File: config.mk
export PLATFORM = sky130hd
export DESIGN_NAME = legalizer_top
export DESIGN_NICKNAME = d
export VERILOG_FILES = /design/src/logic/legalizer_pkg.sv /design/src/logic/page_splitter.sv /design/src/logic/burst_channel.sv /design/src/logic/rw_coupler.sv /design/src/logic/legalizer_top.sv
export VERILOG_INCLUDE_DIRS = /design/src /design/src/include
export SDC_FILE = /design/constraint.sdc
export NUM_CORES = 1
export LEC_CHECK = 0
export BUFFER_PORTS_ARGS = -buffer_cell sky130_fd_sc_hd__buf_2
export CAP_MARGIN = 20
export CORE_MARGIN = 4
export CORE_UTILIZATION = 60
export DETAILED_ROUTE_END_ITERATION = 12
export GPL_TIMING_DRIVEN = 1
export MAX_ROUTING_LAYER = met4
export PLACE_DENSITY = 0.81
export REMOVE_ABC_BUFFERS = 1
export SLEW_MARGIN = 20
export SYNTH_ARGS = -nofsm -noshare
export SYNTH_HDL_FRONTEND = slang
export SYNTH_SLANG_ARGS = --single-unit
File: constraint.sdc
create_clock -name clk_i -period 20.9 [get_ports clk_i]
set_clock_uncertainty 0.05 [all_clocks]
set_input_delay 4.18 -clock clk_i [delete_from_list [all_inputs] [get_ports clk_i]]
set_output_delay 4.18 -clock clk_i [all_outputs]
set_load 0.02 [all_outputs]
File: src/include/legalizer_params.svh
`ifndef LEGALIZER_PARAMS_SVH
`define LEGALIZER_PARAMS_SVH

// Bus data width in bits
`define LEG_DATA_WIDTH 32
// Bytes per beat
`define LEG_STRB_WIDTH (`LEG_DATA_WIDTH / 8)
// Byte-in-beat offset bits
`define LEG_OFFSET_WIDTH 2

// Address and length width
`define LEG_ADDR_WIDTH 24
// Page offset bits, 1024 byte pages
`define LEG_PAGE_ADDR_WIDTH 10
`define LEG_PAGE_SIZE (1 << `LEG_PAGE_ADDR_WIDTH)

// Transaction id width
`define LEG_ID_WIDTH 4
// Max burst length code, n means 2^n beats
`define LEG_LLEN_WIDTH 3
// AXI len field, beats minus one
`define LEG_AXI_LEN_WIDTH 8

`endif

File: src/logic/legalizer_pkg.sv
`default_nettype none

`include "legalizer_params.svh"

package legalizer_pkg;

    // --------------------
    // Options
    // --------------------

    // Limits of one side
    typedef struct packed {
        logic                        reduce_len;
        logic [`LEG_LLEN_WIDTH-1:0] max_llen;
    } side_opt_t;

    // Per transfer options, src drives reads and dst drives writes
    typedef struct packed {
        logic      decouple_rw;
        side_opt_t src;
        side_opt_t dst;
    } leg_opt_t;

    // --------------------
    // Requests
    // --------------------

    // Incoming 1D copy request
    typedef struct packed {
        logic [`LEG_ADDR_WIDTH-1:0] length;
        logic [`LEG_ADDR_WIDTH-1:0] src_addr;
        logic [`LEG_ADDR_WIDTH-1:0] dst_addr;
        logic [`LEG_ID_WIDTH-1:0]   id;
        leg_opt_t                   opt;
    } leg_req_t;

    // One emitted AXI burst, addr always beat aligned
    typedef struct packed {
        logic [`LEG_ID_WIDTH-1:0]      id;
        logic [`LEG_ADDR_WIDTH-1:0]    addr;
        logic [`LEG_AXI_LEN_WIDTH-1:0] len;
    } ax_req_t;

    // Bytes up to a boundary, one extra bit to hold a full page
    typedef logic [`LEG_PAGE_ADDR_WIDTH:0] page_len_t;

    // Address word, seen as page + offset or as beat + byte lane
    typedef union packed {
        struct packed {
            logic [`LEG_ADDR_WIDTH-`LEG_PAGE_ADDR_WIDTH-1:0] page_num;
            logic [`LEG_PAGE_ADDR_WIDTH-1:0]                 page_off;
        } page;
        struct packed {
            logic [`LEG_ADDR_WIDTH-`LEG_OFFSET_WIDTH-1:0] beat_num;
            logic [`LEG_OFFSET_WIDTH-1:0]                 byte_off;
        } beat;
    } addr_view_u;

    // Mutable state of one side
    typedef struct packed {
        logic [`LEG_ADDR_WIDTH-1:0] length;
        addr_view_u                 addr;
        logic                       valid;
    } chan_tf_t;

endpackage

`default_nettype wire

File: src/logic/page_splitter.sv
`default_nettype none

`include "legalizer_params.svh"

module page_splitter (
    input  wire legalizer_pkg::addr_view_u addr_i,
    input  wire legalizer_pkg::side_opt_t  opt_i,
    output legalizer_pkg::page_len_t       bytes_to_pb_o
);
    import legalizer_pkg::*;

    // Distance to the end of the 1024 byte page
    page_len_t page_dist;
    // Reduced window size in bytes
    page_len_t burst_size;
    // Position inside the reduced window
    page_len_t burst_off;
    // Distance to the end of the reduced window
    page_len_t burst_dist;

    // --------------------
    // Page boundary
    // --------------------

    // Full page minus offset, gives 1024 on an aligned page
    assign page_dist = page_len_t'(`LEG_PAGE_SIZE) - page_len_t'(addr_i.page.page_off);

    // --------------------
    // Reduced boundary
    // --------------------

    // 2^max_llen beats of STRB bytes each
    assign burst_size = page_len_t'(`LEG_STRB_WIDTH) << opt_i.max_llen;

    // Window is a power of two below the page size,
    // so the page offset alone gives the address modulo
    assign burst_off  = page_len_t'(addr_i.page.page_off) & (burst_size - 1'b1);
    assign burst_dist = burst_size - burst_off;

    // Reduced window always nests inside the page
    assign bytes_to_pb_o = opt_i.reduce_len ? burst_dist : page_dist;

endmodule

`default_nettype wire

File: src/logic/burst_channel.sv
`default_nettype none

`include "legalizer_params.svh"

module burst_channel (
    input  wire logic                              clk_i,
    input  wire logic                              arst_n_i,
    input  wire logic                              load_i,
    input  wire logic                              step_i,
    input  wire logic                              clear_i,
    input  wire legalizer_pkg::addr_view_u         load_addr_i,
    input  wire logic [`LEG_ADDR_WIDTH-1:0]       load_len_i,
    input  wire logic [`LEG_ID_WIDTH-1:0]         id_i,
    input  wire legalizer_pkg::side_opt_t          opt_i,
    input  wire legalizer_pkg::page_len_t          bytes_possible_i,
    output legalizer_pkg::page_len_t               bytes_to_pb_o,
    output logic                                   done_o,
    output logic                                   busy_o,
    output legalizer_pkg::ax_req_t                 req_o
);
    import legalizer_pkg::*;

    // Side state, mutated on every step
    chan_tf_t tf_d;
    chan_tf_t tf_q;
    logic     tf_ena;

    // Id held for the whole transfer
    logic [`LEG_ID_WIDTH-1:0] id_q;

    // Bytes of the burst on offer
    page_len_t num_bytes;
    // Bytes touched from the start of the first beat, minus one
    page_len_t beat_span;

    addr_view_u next_addr;
    addr_view_u aligned_addr;

    // --------------------
    // Boundary
    // --------------------
    page_splitter u_splitter (
        .addr_i        (tf_q.addr),
        .opt_i         (opt_i),
        .bytes_to_pb_o (bytes_to_pb_o)
    );

    // Address after the burst on offer
    assign next_addr = addr_view_u'(tf_q.addr + `LEG_ADDR_WIDTH'(num_bytes));

    // --------------------
    // Next state
    // --------------------
    always_comb begin : proc_next_tf
        tf_d   = tf_q;
        done_o = 1'b0;

        if (tf_q.length > `LEG_ADDR_WIDTH'(bytes_possible_i)) begin
            // Cut at the boundary, keep the rest
            num_bytes   = bytes_possible_i;
            tf_d.length = tf_q.length - `LEG_ADDR_WIDTH'(num_bytes);
            tf_d.addr   = next_addr;
        end else begin
            // Rest fits in one burst
            num_bytes  = tf_q.length[`LEG_PAGE_ADDR_WIDTH:0];
            tf_d.valid = 1'b0;
            done_o     = 1'b1;
        end

        // Kill drops the remaining bytes
        if (clear_i) begin
            tf_d = '0;
        end

        // New transfer wins over kill and step
        if (load_i) begin
            tf_d.length = load_len_i;
            tf_d.addr   = load_addr_i;
            tf_d.valid  = 1'b1;
        end
    end

    assign tf_ena = step_i | clear_i | load_i;

    always_ff @(posedge clk_i or negedge arst_n_i) begin
        if (!arst_n_i) begin
            tf_q <= '0;
        end else if (tf_ena) begin
            tf_q <= tf_d;
        end
    end

    always_ff @(posedge clk_i) begin
        if (load_i) begin
            id_q <= id_i;
        end
    end

    // --------------------
    // Burst fields
    // --------------------

    // Beat view with the byte lane cleared
    always_comb begin : proc_align
        aligned_addr               = tf_q.addr;
        aligned_addr.beat.byte_off = '0;
    end

    // Unaligned start adds the leading lanes to the beat count
    assign beat_span = num_bytes + page_len_t'(tf_q.addr.beat.byte_off) - 1'b1;

    assign req_o.id   = id_q;
    assign req_o.addr = aligned_addr;
    assign req_o.len  = beat_span[`LEG_OFFSET_WIDTH +: `LEG_AXI_LEN_WIDTH];

    assign busy_o = tf_q.valid;

    // --------------------
    // Assertions
    // --------------------

    // Splitter and coupler together must keep a burst within 256 beats
    a_len_fits : assert property (@(posedge clk_i) disable iff (!arst_n_i)
        busy_o && (num_bytes != '0) |-> !beat_span[`LEG_PAGE_ADDR_WIDTH])
        else $error("burst len above 255");

    // Coupler may only reload once this side is draining its last burst
    a_load_idle : assert property (@(posedge clk_i) disable iff (!arst_n_i)
        load_i |-> !busy_o || done_o)
        else $error("load while transfer still in flight");

endmodule

`default_nettype wire

File: src/logic/rw_coupler.sv
`default_nettype none

module rw_coupler (
    input  wire logic                     clk_i,
    input  wire logic                     arst_n_i,
    input  wire logic                     valid_i,
    input  wire legalizer_pkg::leg_opt_t  opt_i,
    output logic                          ready_o,
    input  wire logic                     r_ready_i,
    input  wire logic                     w_ready_i,
    input  wire logic                     kill_i,
    input  wire legalizer_pkg::page_len_t r_bytes_to_pb_i,
    input  wire legalizer_pkg::page_len_t w_bytes_to_pb_i,
    input  wire logic                     r_done_i,
    input  wire logic                     w_done_i,
    input  wire logic                     r_busy_i,
    input  wire logic                     w_busy_i,
    output legalizer_pkg::page_len_t      r_bytes_possible_o,
    output legalizer_pkg::page_len_t      w_bytes_possible_o,
    output logic                          step_r_o,
    output logic                          step_w_o,
    output logic                          clear_o,
    output logic                          load_o,
    output logic                          r_valid_o,
    output logic                          w_valid_o,
    output logic                          w_last_o,
    output legalizer_pkg::leg_opt_t       opt_q_o
);
    import legalizer_pkg::*;

    // Options of the active transfer
    leg_opt_t  opt_q;
    // Closer of the two boundaries
    page_len_t c_bytes_to_pb;
    // Per side advance condition
    logic      r_en;
    logic      w_en;

    // --------------------
    // Accept
    // --------------------

    // Next request only once both sides hold their last burst
    assign ready_o = r_done_i & w_done_i & r_ready_i & w_ready_i;
    assign load_o  = ready_o & valid_i;
    assign clear_o = kill_i;

    always_ff @(posedge clk_i or negedge arst_n_i) begin
        if (!arst_n_i) begin
            opt_q <= '0;
        end else if (load_o) begin
            opt_q <= opt_i;
        end
    end

    assign opt_q_o = opt_q;

    // --------------------
    // Boundaries
    // --------------------
    assign c_bytes_to_pb = (r_bytes_to_pb_i > w_bytes_to_pb_i) ?
                           w_bytes_to_pb_i : r_bytes_to_pb_i;

    // Coupled mode gives both sides the same byte count
    // Decoupled mode keeps each side on its own boundary
    assign r_bytes_possible_o = opt_q.decouple_rw ? r_bytes_to_pb_i : c_bytes_to_pb;
    assign w_bytes_possible_o = opt_q.decouple_rw ? w_bytes_to_pb_i : c_bytes_to_pb;

    // --------------------
    // Flow control
    // --------------------
    always_comb begin : proc_flow
        if (opt_q.decouple_rw) begin
            r_en = r_ready_i;
            w_en = w_ready_i;
        end else begin
            // Either side stalling holds both
            r_en = r_ready_i & w_ready_i;
            w_en = r_ready_i & w_ready_i;
        end
    end

    assign step_r_o = r_en;
    assign step_w_o = w_en;

    // Nothing leaves in the kill cycle
    assign r_valid_o = r_busy_i & r_en & ~kill_i;
    assign w_valid_o = w_busy_i & w_en & ~kill_i;

    // Final write burst of the transfer
    assign w_last_o = w_done_i & w_valid_o;

    // --------------------
    // Assertions
    // --------------------

    // Accept starts both channels on the next cycle
    a_load_start : assert property (@(posedge clk_i) disable iff (!arst_n_i)
        load_o |=> r_busy_i && w_busy_i)
        else $error("accept did not start both channels");

    // Coupled channels stay in lockstep
    a_coupled_sync : assert property (@(posedge clk_i) disable iff (!arst_n_i)
        !opt_q.decouple_rw |-> (r_valid_o == w_valid_o))
        else $error("coupled read and write out of step");

endmodule

`default_nettype wire

File: src/logic/legalizer_top.sv
`default_nettype none

module legalizer_top (
    input  wire logic                     clk_i,
    input  wire logic                     arst_n_i,
    input  wire legalizer_pkg::leg_req_t  req_i,
    input  wire logic                     valid_i,
    output logic                          ready_o,
    output legalizer_pkg::ax_req_t        r_req_o,
    output logic                          r_valid_o,
    input  wire logic                     r_ready_i,
    output legalizer_pkg::ax_req_t        w_req_o,
    output logic                          w_valid_o,
    input  wire logic                     w_ready_i,
    output logic                          w_last_o,
    input  wire logic                     kill_i,
    output logic                          r_busy_o,
    output logic                          w_busy_o
);
    import legalizer_pkg::*;

    // Registered options
    leg_opt_t  opt_q;

    // Boundary distances and granted byte counts
    page_len_t r_bytes_to_pb;
    page_len_t w_bytes_to_pb;
    page_len_t r_bytes_possible;
    page_len_t w_bytes_possible;

    // Channel status
    logic      r_done;
    logic      w_done;

    // Channel control
    logic      step_r;
    logic      step_w;
    logic      clear;
    logic      load;

    // --------------------
    // Read side
    // --------------------
    burst_channel u_read (
        .clk_i            (clk_i),
        .arst_n_i         (arst_n_i),
        .load_i           (load),
        .step_i           (step_r),
        .clear_i          (clear),
        .load_addr_i      (req_i.src_addr),
        .load_len_i       (req_i.length),
        .id_i             (req_i.id),
        .opt_i            (opt_q.src),
        .bytes_possible_i (r_bytes_possible),
        .bytes_to_pb_o    (r_bytes_to_pb),
        .done_o           (r_done),
        .busy_o           (r_busy_o),
        .req_o            (r_req_o)
    );

    // --------------------
    // Write side
    // --------------------
    burst_channel u_write (
        .clk_i            (clk_i),
        .arst_n_i         (arst_n_i),
        .load_i           (load),
        .step_i           (step_w),
        .clear_i          (clear),
        .load_addr_i      (req_i.dst_addr),
        .load_len_i       (req_i.length),
        .id_i             (req_i.id),
        .opt_i            (opt_q.dst),
        .bytes_possible_i (w_bytes_possible),
        .bytes_to_pb_o    (w_bytes_to_pb),
        .done_o           (w_done),
        .busy_o           (w_busy_o),
        .req_o            (w_req_o)
    );

    // Accept, kill and handshakes for both sides
    rw_coupler u_coupler (
        .clk_i              (clk_i),
        .arst_n_i           (arst_n_i),
        .valid_i            (valid_i),
        .opt_i              (req_i.opt),
        .ready_o            (ready_o),
        .r_ready_i          (r_ready_i),
        .w_ready_i          (w_ready_i),
        .kill_i             (kill_i),
        .r_bytes_to_pb_i    (r_bytes_to_pb),
        .w_bytes_to_pb_i    (w_bytes_to_pb),
        .r_done_i           (r_done),
        .w_done_i           (w_done),
        .r_busy_i           (r_busy_o),
        .w_busy_i           (w_busy_o),
        .r_bytes_possible_o (r_bytes_possible),
        .w_bytes_possible_o (w_bytes_possible),
        .step_r_o           (step_r),
        .step_w_o           (step_w),
        .clear_o            (clear),
        .load_o             (load),
        .r_valid_o          (r_valid_o),
        .w_valid_o          (w_valid_o),
        .w_last_o           (w_last_o),
        .opt_q_o            (opt_q)
    );

endmodule

`default_nettype wire

# Word level (Yosys, flattened, before mapping)
# Cells that the tools add are included.
# word_totals
regBits	111
in_bits	91
output_inout_bits	78
elab_cells	75
# classes
addsub	14
order_cmp	3
n_eq_ne	2
shift	2
mux	19
bitwise	17
n_reduce_logical	6
# op_table
cell	n
$mux W49	4
$mux W48	2
$mux W11	7
$add A24 B11 Y24	2
$gt A24 B11 Y1	2
$sub A24 B11 Y24	2
$and A10 B11 Y11	2
$shl A3 B3 Y11 const A	2
$sub A11 B1 Y11 const B	2
$sub A11 B10 Y11 const A	2
$sub A11 B11 Y11	2
$add A10 B2 Y10	2
$sub A10 B1 Y10 const B	2
$gt A11 B11 Y1	1
$and A1 B1 Y1	10
$reduce_and A2 Y1	4
$mux W1	6
$reduce_bool A3 Y1	2
$or A1 B1 Y1	4
$ne A3 B2 Y1 const B	1
$ne A3 B3 Y1 const B	1
$not A1 Y1	1

# Depth between registers and ports, before layout
# Gate-level depths: netlist of the first run.
# logic_depth
depth_word	16
ltp_mapped	45
mapped_depth_nobuf	41

# Modules after synthesis
# A second synthesis of the first run with hierarchy kept.
# hier_totals
hier_cells	1389
hier_area_um2	11257.0
# modules_own_cells
module	n_inst	cells_per_inst	area_per_inst_um2
burst_channel at u_read	1	548	4514.3
burst_channel at u_write	1	536	4510.6
rw_coupler	1	112	968.4
page_splitter at u_write.u_splitter	1	98	634.4
page_splitter at u_read.u_splitter	1	95	629.4

# Worst setup path before layout of the first run
# No wires, ideal clock.
# synth_timing
path_type	flip-flop to output port
from	register u_coupler.opt_q_o[6] (netlist name)
to	output port w_req_o[7] (netlist bit)
arrival_ns	8.428
required_ns	16.670
setup_slack_ns	8.242
stages_incl_launch_ff	41
path_cell_list	dfrtp_1 > clkbuf_1 > clkbuf_1 > o21ai_0 > ha_1 > o21a_1 > or2_2 > clkbuf_1 > mux2_2 > a21oi_1 > inv_1 > ha_1 > a2111oi_0 > a211oi_1 > nor3_1 > o21bai_1 > buf_2 > mux2i_1 > [5 not listed] > o31ai_4 > clkbuf_1 > buf_2 > nand2_1 > o21a_1 > inv_1 > ha_1 > or2_2 > fa_1 > nor2b_1 > o21ai_0 > nand2b_1 > a21o_1 > a21oi_1 > o21bai_1 > a21oi_1 > xnor2_1 > xor2_1
# synth_rtl
item	line	rtl
to (decl)	legalizer_top.sv:12	output legalizer_pkg::ax_req_t w_req_o,

==> results of run 1 <==
## layout make-up
| class | count | share of cell area [%] |
|---|---|---|
| Sequential cell | 111 | 24.1 |
| Multi-Input combinational cell | 1053 | 60.4 |
| Antenna cell | 1 | 0.0216 |
| Clock inverter | 7 | 0.787 |
| Timing Repair Buffer | 177 | 7.97 |
| Clock buffer | 9 | 1.94 |
| Tap cell | 225 | 2.43 |
| Inverter | 71 | 2.30 |
## routing by layer
layer | track usage [%] | up-vias
met5 | - | -
li1 | - | 4817
met1 | 38.4 | 4576
met2 | 47.8 | 288
met4 | 6.97 | 0
met3 | 3.51 | 38
## worst paths after layout
check,from,end,slack (ns)
min reg2reg,u_read.tf_q[48]$_DFFE_PN0P_,u_read.tf_q[48]$_DFFE_PN0P_,0.45
max,u_coupler.opt_q_o[2]$_DFFE_PN0P_,r_req_o[7],6.73
max in group asynchronous,arst_n_i,u_read.req_o[18]$_DFFE_PN0P_,15.76
min in group asynchronous,arst_n_i,u_write.req_o[15]$_DFFE_PN0P_,3.72
max reg2reg,u_coupler.opt_q_o[2]$_DFFE_PN0P_,u_read.req_o[31]$_DFFE_PN0P_,10.84
min,u_read.tf_q[48]$_DFFE_PN0P_,u_read.tf_q[48]$_DFFE_PN0P_,0.45
## worst register-to-register path: cells and delay by family, from the launching register on
kind | cells | cell delay (ns)
AOI/OAI and AO/OA | 15 | 4.33
DFF | 1 | 0.70
and+or+nand+nor | 12 | 2.76
muxes | 1 | 0.31
buffers and inverters | 3 | 0.41
adders and majority gates | 5 | 1.44
## registers in the layout, summed over array words and instances (netlist names)
signal,count
u_coupler.opt_q_o,9
u_read.busy_o,1
u_read.req_o,22
u_read.tf_q,26
u_write.busy_o,1
u_write.id_q,4
u_write.req_o,22
u_write.tf_q,26
## per-stage QoR
step	util (%)	cells	instance area, um2
after detailed placement	64.7	1636	11300
after floorplan	-	1235	10100
after global routing	66.6	1653	11600
final	66.6	1654	11600
after CTS	66.5	1652	11600
after global placement	64.7	1636	11300
## layout by cell type, fill, tap and decap left out, drive strengths merged, types with 16 or more instances in the layout
cell type	netlist	routed
a21o	23	23
a21oi	89	89
and3	16	16
buf	81	177
dfrtp	107	107
ha	83	83
inv	70	74
mux2	20	20
mux2i	32	32
nand2	150	150
nand2b	22	22
nand3	21	21
nor2	109	109
nor2b	20	20
nor3	35	35
o21ai	133	133
xnor2	69	69
xor2	39	39
## cells by family (layout without fill, tap and decap cells)
kind of cell | after synthesis | in the layout | synth area share, %
simple gates | 452 | 452 | 20.5
compound gates | 346 | 346 | 19.9
buf+inv | 178 | 264 | 8.61
flops | 111 | 111 | 26.1
xor+xnor | 108 | 108 | 8.84
fa+ha+maj | 89 | 89 | 10.8
mux | 52 | 52 | 5.13
other cells | 2 | 7 | 0.0702
==> out/qor.yml, run 1 <==
status: "finished clean"
dieWidth_um: 142
drt-met1-wl_um: 12800
drv_slew: 0
dpl_worst_slack_ns: 7.42
syn_to_final_growth_pct: 8.37
ys_dominant_reg_cell: "sky130_fd_sc_hd__dfrtp_1"
critPathTopFamily: "compound AO/OA/AOI/OAI gates"
drv_cap: 0
detailed_routing_iterations_pass_1: 5
dominant_cell_by_count_in_the_synthesized_netlist: "sky130_fd_sc_hd__nand2_1"
worst_r2r_path_depth: 36
finalHoldViolations: 0
multiInputGateArea_um2: 7010
worst-endpoint-arrival_ns: 9.94
post-route-min-period_ns: 14.17
edff_count_synth: 4
ant_nets: 0
postLayoutSetupSlackWorst_ns: 6.73
ctsLongestPathBuffers: 2
post-dp-hpwl_um: 21600
ys_warn_count: 0
drt-wirelength-per-cell_um: 17.1
max_freq_mhz: 70.6
worst-path-max-fanout: 21
finish.net_count: 1603
max-slew-margin-rel_pct: 37.0
holdWs_ns: 0.448
fill_cells: 1531
slowest_stage: "sky130_fd_sc_hd__a21o_1"
min_path_cells: 1
clk_latency_ns: 0.37
netlist_area_um2: 10700
synth_common_cells: "150 x sky130_fd_sc_hd__nand2_1, 133 x sky130_fd_sc_hd__o21ai_0, 108 x sky130_fd_sc_hd__nor2_1"
count_of_vias_placed_by_the_detailed_router: 9719
tightest_slew_ns: 0.945
level_count_of_the_clock_h_tree: 3
synth_async_sr_flop_share_pct: 96.4
maximum_number_of_pins_on_one_net_before_global_route_repair: 72
cts_hold_buf: 0
period_share_pct: 67.8
first_global_vias: 9388
post_cts_resized: 0
rsz0062_at_grt: "false"
design.die.area_um2: 20000
timing.critical_path.buf_inv: 4
drc_errors: 0
fraction_of_layout_instances_using_a_drive_strength_above_1_pct: 16.4
io_buffer_count: 164
path_class: "flip-flop to output port"
pin_count: 169
netlist.top_cell.by_area: "sky130_fd_sc_hd__dfrtp_1"
yosysTopAreaCellShare_pct: 25.0
numCtsBuffers: 9
cts_setup_buffers: 0
ff_latch_area_um2: 2800
grt_overflow: 0
first_pass_grt_wire_length_um: 46500
portion_of_the_post_synthesis_area_used_by_sequential_elements_pct: 26.1
synth_seq_cells: 111
finalWirelength_um: 28300
synth.avg_cell_area_um2: 8.00
synthCells: 1338
max_stage_delay_ns: 0.80
gpl.final_weighted_congestion: 0.935
met2_length_um: 13500
finalSetupTns_ns: 0
setup_viol: 0
critical-path-top-cell-by-count: "sky130_fd_sc_hd__o21ai_0"
numClockSinks: 111
initial_antenna_violation_count: 0
vias_per_cell: 5.88
tot_gr_track_use_pct: 29.0
num_rows: 48
min_path_type: "flip-flop to flip-flop"
timing.critical_path.required_ns: 16.67
type_of_element_capturing_the_critical_path: "output port"
met3WireLength_um: 1530
core_region_area_um2: 17400
first_iter_violations: 593
ys_types: 81
clk_root_buffer_cell: "sky130_fd_sc_hd__clkbuf_16"
worst_setup_path_start_kind: "flip-flop"
worstSetupPathDepth: 38
yosys-top-cells-area: "sky130_fd_sc_hd__dfrtp_1 25%, sky130_fd_sc_hd__ha_1 9.7%, sky130_fd_sc_hd__o21ai_0 6.2%, sky130_fd_sc_hd__xnor2_1 5.6%, sky130_fd_sc_hd__nand2_1 5.3%"
tritoncts: "yes"
top_layer: "met4"
chipHeight_um: 142
initial_core_util_pct: 61.5
clk_transition_reported_paths_ns: 0.09
Power of run 1 is left out: the tool's default activity adds up to more than one toggle a clock period on the data nets, which glitch-free logic cannot reach.
==> run 2, diff against run 1 <==
Settings changed: CORE_UTILIZATION 60 to 53, PLACE_DENSITY 0.81 to 0.75.
Clock period 20.9 ns to 12.6 ns, I/O delays scaled along.
==> run 2 against run 1 <==
  * Wire length increased by 3.9%
  * Non-clock buffer count up 3
  * Critical path depth is 3 higher
  * Final cell count up 2.5%
  * Core utilization down 7.1 points
  * Sequential share of layout area is 0.16 points lower
  * Clock-buffer cell count is 1 higher
  * Via count about the same
  * Global-route usage fell by 2.1 points
  * Critical endpoint is now w_req_o[7]
  * Final area increased by 0.79%
  * Setup slack worse by 6.0 ns
==> out/qor.yml, run 2 (synthesis gave the netlist of run 1 again) <==
status: "finished clean"
numClockSinks: 111  # unchanged
post-dp-hpwl_um: 22300  # +2.9%
grt_overflow: 0  # unchanged
clk_root_buffer_cell: "sky130_fd_sc_hd__clkbuf_16"
max-slew-margin-rel_pct: 40.1  # +3.0 points
fraction_of_layout_instances_using_a_drive_strength_above_1_pct: 16.9  # +0.52 points
maximum_number_of_pins_on_one_net_before_global_route_repair: 60  # -17%
final-instance-count-excl-fill: 1696  # +2.5%
path_class: "flip-flop to output port"
placed_cells: 1680  # +2.7%
layer_with_the_highest_usage_after_global_routing: "met2"
layout_commonest_cell: "sky130_fd_sc_hd__buf_2"
worst_r2r_path_depth: 38  # +5.6%
tot_gr_track_use_pct: 27.0  # -2.1 points
detailed_routing_iterations_pass_1: 5  # unchanged
pin_count: 169  # unchanged
rr_startpoint: "u_coupler.opt_q_o[1]$_DFFE_PN0P_"
holdWs_ns: 0.447  # -0.00187 ns
chipHeight_um: 150  # +6.0%
setup.reg_to_reg.worst_slack_ns: 3.25  # -7.59 ns
fill_cells: 1873  # +22%
ctsLongestPathBuffers: 2  # unchanged
grt_use_met1_pct: 35.6  # -2.9 points
dieWidth_um: 150  # +6.0%
io_buffer_count: 164  # unchanged
worst_setup_path_start_kind: "flip-flop"
clk_transition_reported_paths_ns: 0.08  # about the same
level_count_of_the_clock_h_tree: 3  # unchanged
most_frequent_cells_in_the_layout: "163 x sky130_fd_sc_hd__buf_2, 149 x sky130_fd_sc_hd__nand2_1, 133 x sky130_fd_sc_hd__o21ai_0, 108 x sky130_fd_sc_hd__nor2_1, 104 x sky130_fd_sc_hd__dfrtp_1"
max_stage_delay_ns: 0.64  # -0.16 ns
setup_viol: 0  # unchanged
worst-path-max-fanout: 16  # -24%
drv_cap: 0  # unchanged
min_path_type: "flip-flop to flip-flop"
count_of_vias_placed_by_the_detailed_router: 9713  # -0.062%
tritoncts: "yes"
first_global_vias: 9426  # +0.40%
top_regs: "u_read.tf_q x26, u_write.tf_q x26"
initial_core_util_pct: 54.5  # -7.0 points
drt-wirelength-per-cell_um: 17.3  # +1.3%
clk_latency_ns: 0.37  # about the same
finalWirelength_um: 29400  # +3.9%
post-route-min-period_ns: 11.84
core_region_area_um2: 19700  # +13%
finalHoldViolations: 0  # unchanged
gpl.final_weighted_congestion: 0.953  # +2.0%
groute.layer.met3.usage_pct: 3.52  # +0.017 points
type_of_element_capturing_the_critical_path: "output port"
num_rows: 51  # +6.3%
slowest_stage: "sky130_fd_sc_hd__dfrtp_1"
initial_antenna_violation_count: 0  # unchanged
timing.critical_path.required_ns: 10.03  # -6.64 ns
postLayoutSetupSlackWorst_ns: 0.760  # -5.97 ns
post_cts_resized: 0  # unchanged
regToRegEndpoint: "u_read.req_o[30]$_DFFE_PN0P_"
design.die.area_um2: 22500  # +12%
first_iter_violations: 597  # +0.67%
tightest_slew_ns: 0.887  # -0.0582 ns
drv_slew: 0  # unchanged
drc_errors: 0  # unchanged
vias_per_cell: 5.73  # -2.5%
finish.net_count: 1606  # +0.19%
worst-endpoint-arrival_ns: 9.27  # -0.67 ns
antenna-diode-count: 0  # -1
cts_setup_buffers: 0  # unchanged
ant_nets: 0  # unchanged
crit_start: "u_coupler.opt_q_o[1]$_DFFE_PN0P_"
cts_hold_buf: 0  # unchanged
numCtsBuffers: 9  # unchanged
syn_to_final_growth_pct: 9.22
worst_setup_path_endpoint: "w_req_o[7]"
finalSetupTns_ns: 0  # unchanged
global_route_met2_usage_pct: 43.9  # -3.9 points
first_pass_grt_wire_length_um: 47300  # +1.7%
max_freq_mhz: 84.5
period_share_pct: 94.0
dpl_worst_slack_ns: 1.10  # -6.31 ns
[run 2: changes by cell type in the layout (fill, tap and decap cells not counted), moves of 2 or more]
cell / delta
sky130_fd_sc_hd__clkinv_8: -2
sky130_fd_sc_hd__inv_6: -2
sky130_fd_sc_hd__dfrtp_1: -3
sky130_fd_sc_hd__buf_4: +4
sky130_fd_sc_hd__dfrtp_2: +3
[run 2: how the worst min path moves through the flow]
stage                                       from                           end  depth (start not counted)
floorplan           u_write.tf_q[48]$_DFFE_PN0P_  u_write.tf_q[48]$_DFFE_PN0P_                          1
global placement    u_write.tf_q[48]$_DFFE_PN0P_  u_write.tf_q[48]$_DFFE_PN0P_                          1
detailed placement  u_write.tf_q[48]$_DFFE_PN0P_  u_write.tf_q[48]$_DFFE_PN0P_                          1
CTS                 u_write.tf_q[48]$_DFFE_PN0P_  u_write.tf_q[48]$_DFFE_PN0P_                          1
global route         u_read.tf_q[48]$_DFFE_PN0P_   u_read.tf_q[48]$_DFFE_PN0P_                          1
finish              u_write.tf_q[48]$_DFFE_PN0P_  u_write.tf_q[48]$_DFFE_PN0P_                          1
[run 2: per-stage QoR]
| stage | utilization (%) | instance area (um2) |
|---|---|---|
| global placement | 57.7 | 11300 |
| finish | 59.5 | 11700 |
| global route | 59.5 | 11700 |
| CTS | 59.4 | 11700 |
| detailed placement | 57.7 | 11300 |
| floorplan | - | 10100 |
[run 2: worst max-delay path: cells and delay by family, from the launching register on]
kind            cells  cell delay, ns
flops               1            0.64
fa+ha+maj           5            1.73
compound gates     14            1.94
buf+inv             6            0.80
simple gates       13            2.94
mux                 1            0.48
xor+xnor            2            0.37
[run 2: cell type report]
class	instances	area (um2)	share of cell area [%]
clock inverter	6	76.3	0.653
timing repair buffer	180	943	8.07
multi-input combinational	1053	7020	60.1
sequential	111	2800	24.0
inverter	71	267	2.28
clock buffer	10	250	2.14
tap	265	332	2.84
[run 2: layer usage]
| layer | share of wire [%] | vias to the layer above |
|---|---|---|
| met1 | 46 | 4582 |
| met2 | 47 | 281 |
| met4 | 1.7 | 0 |
| met5 | 0 | - |
| li1 | - | 4814 |
| met3 | 5.3 | 36 |
Power of run 2 is left out for the same reason.
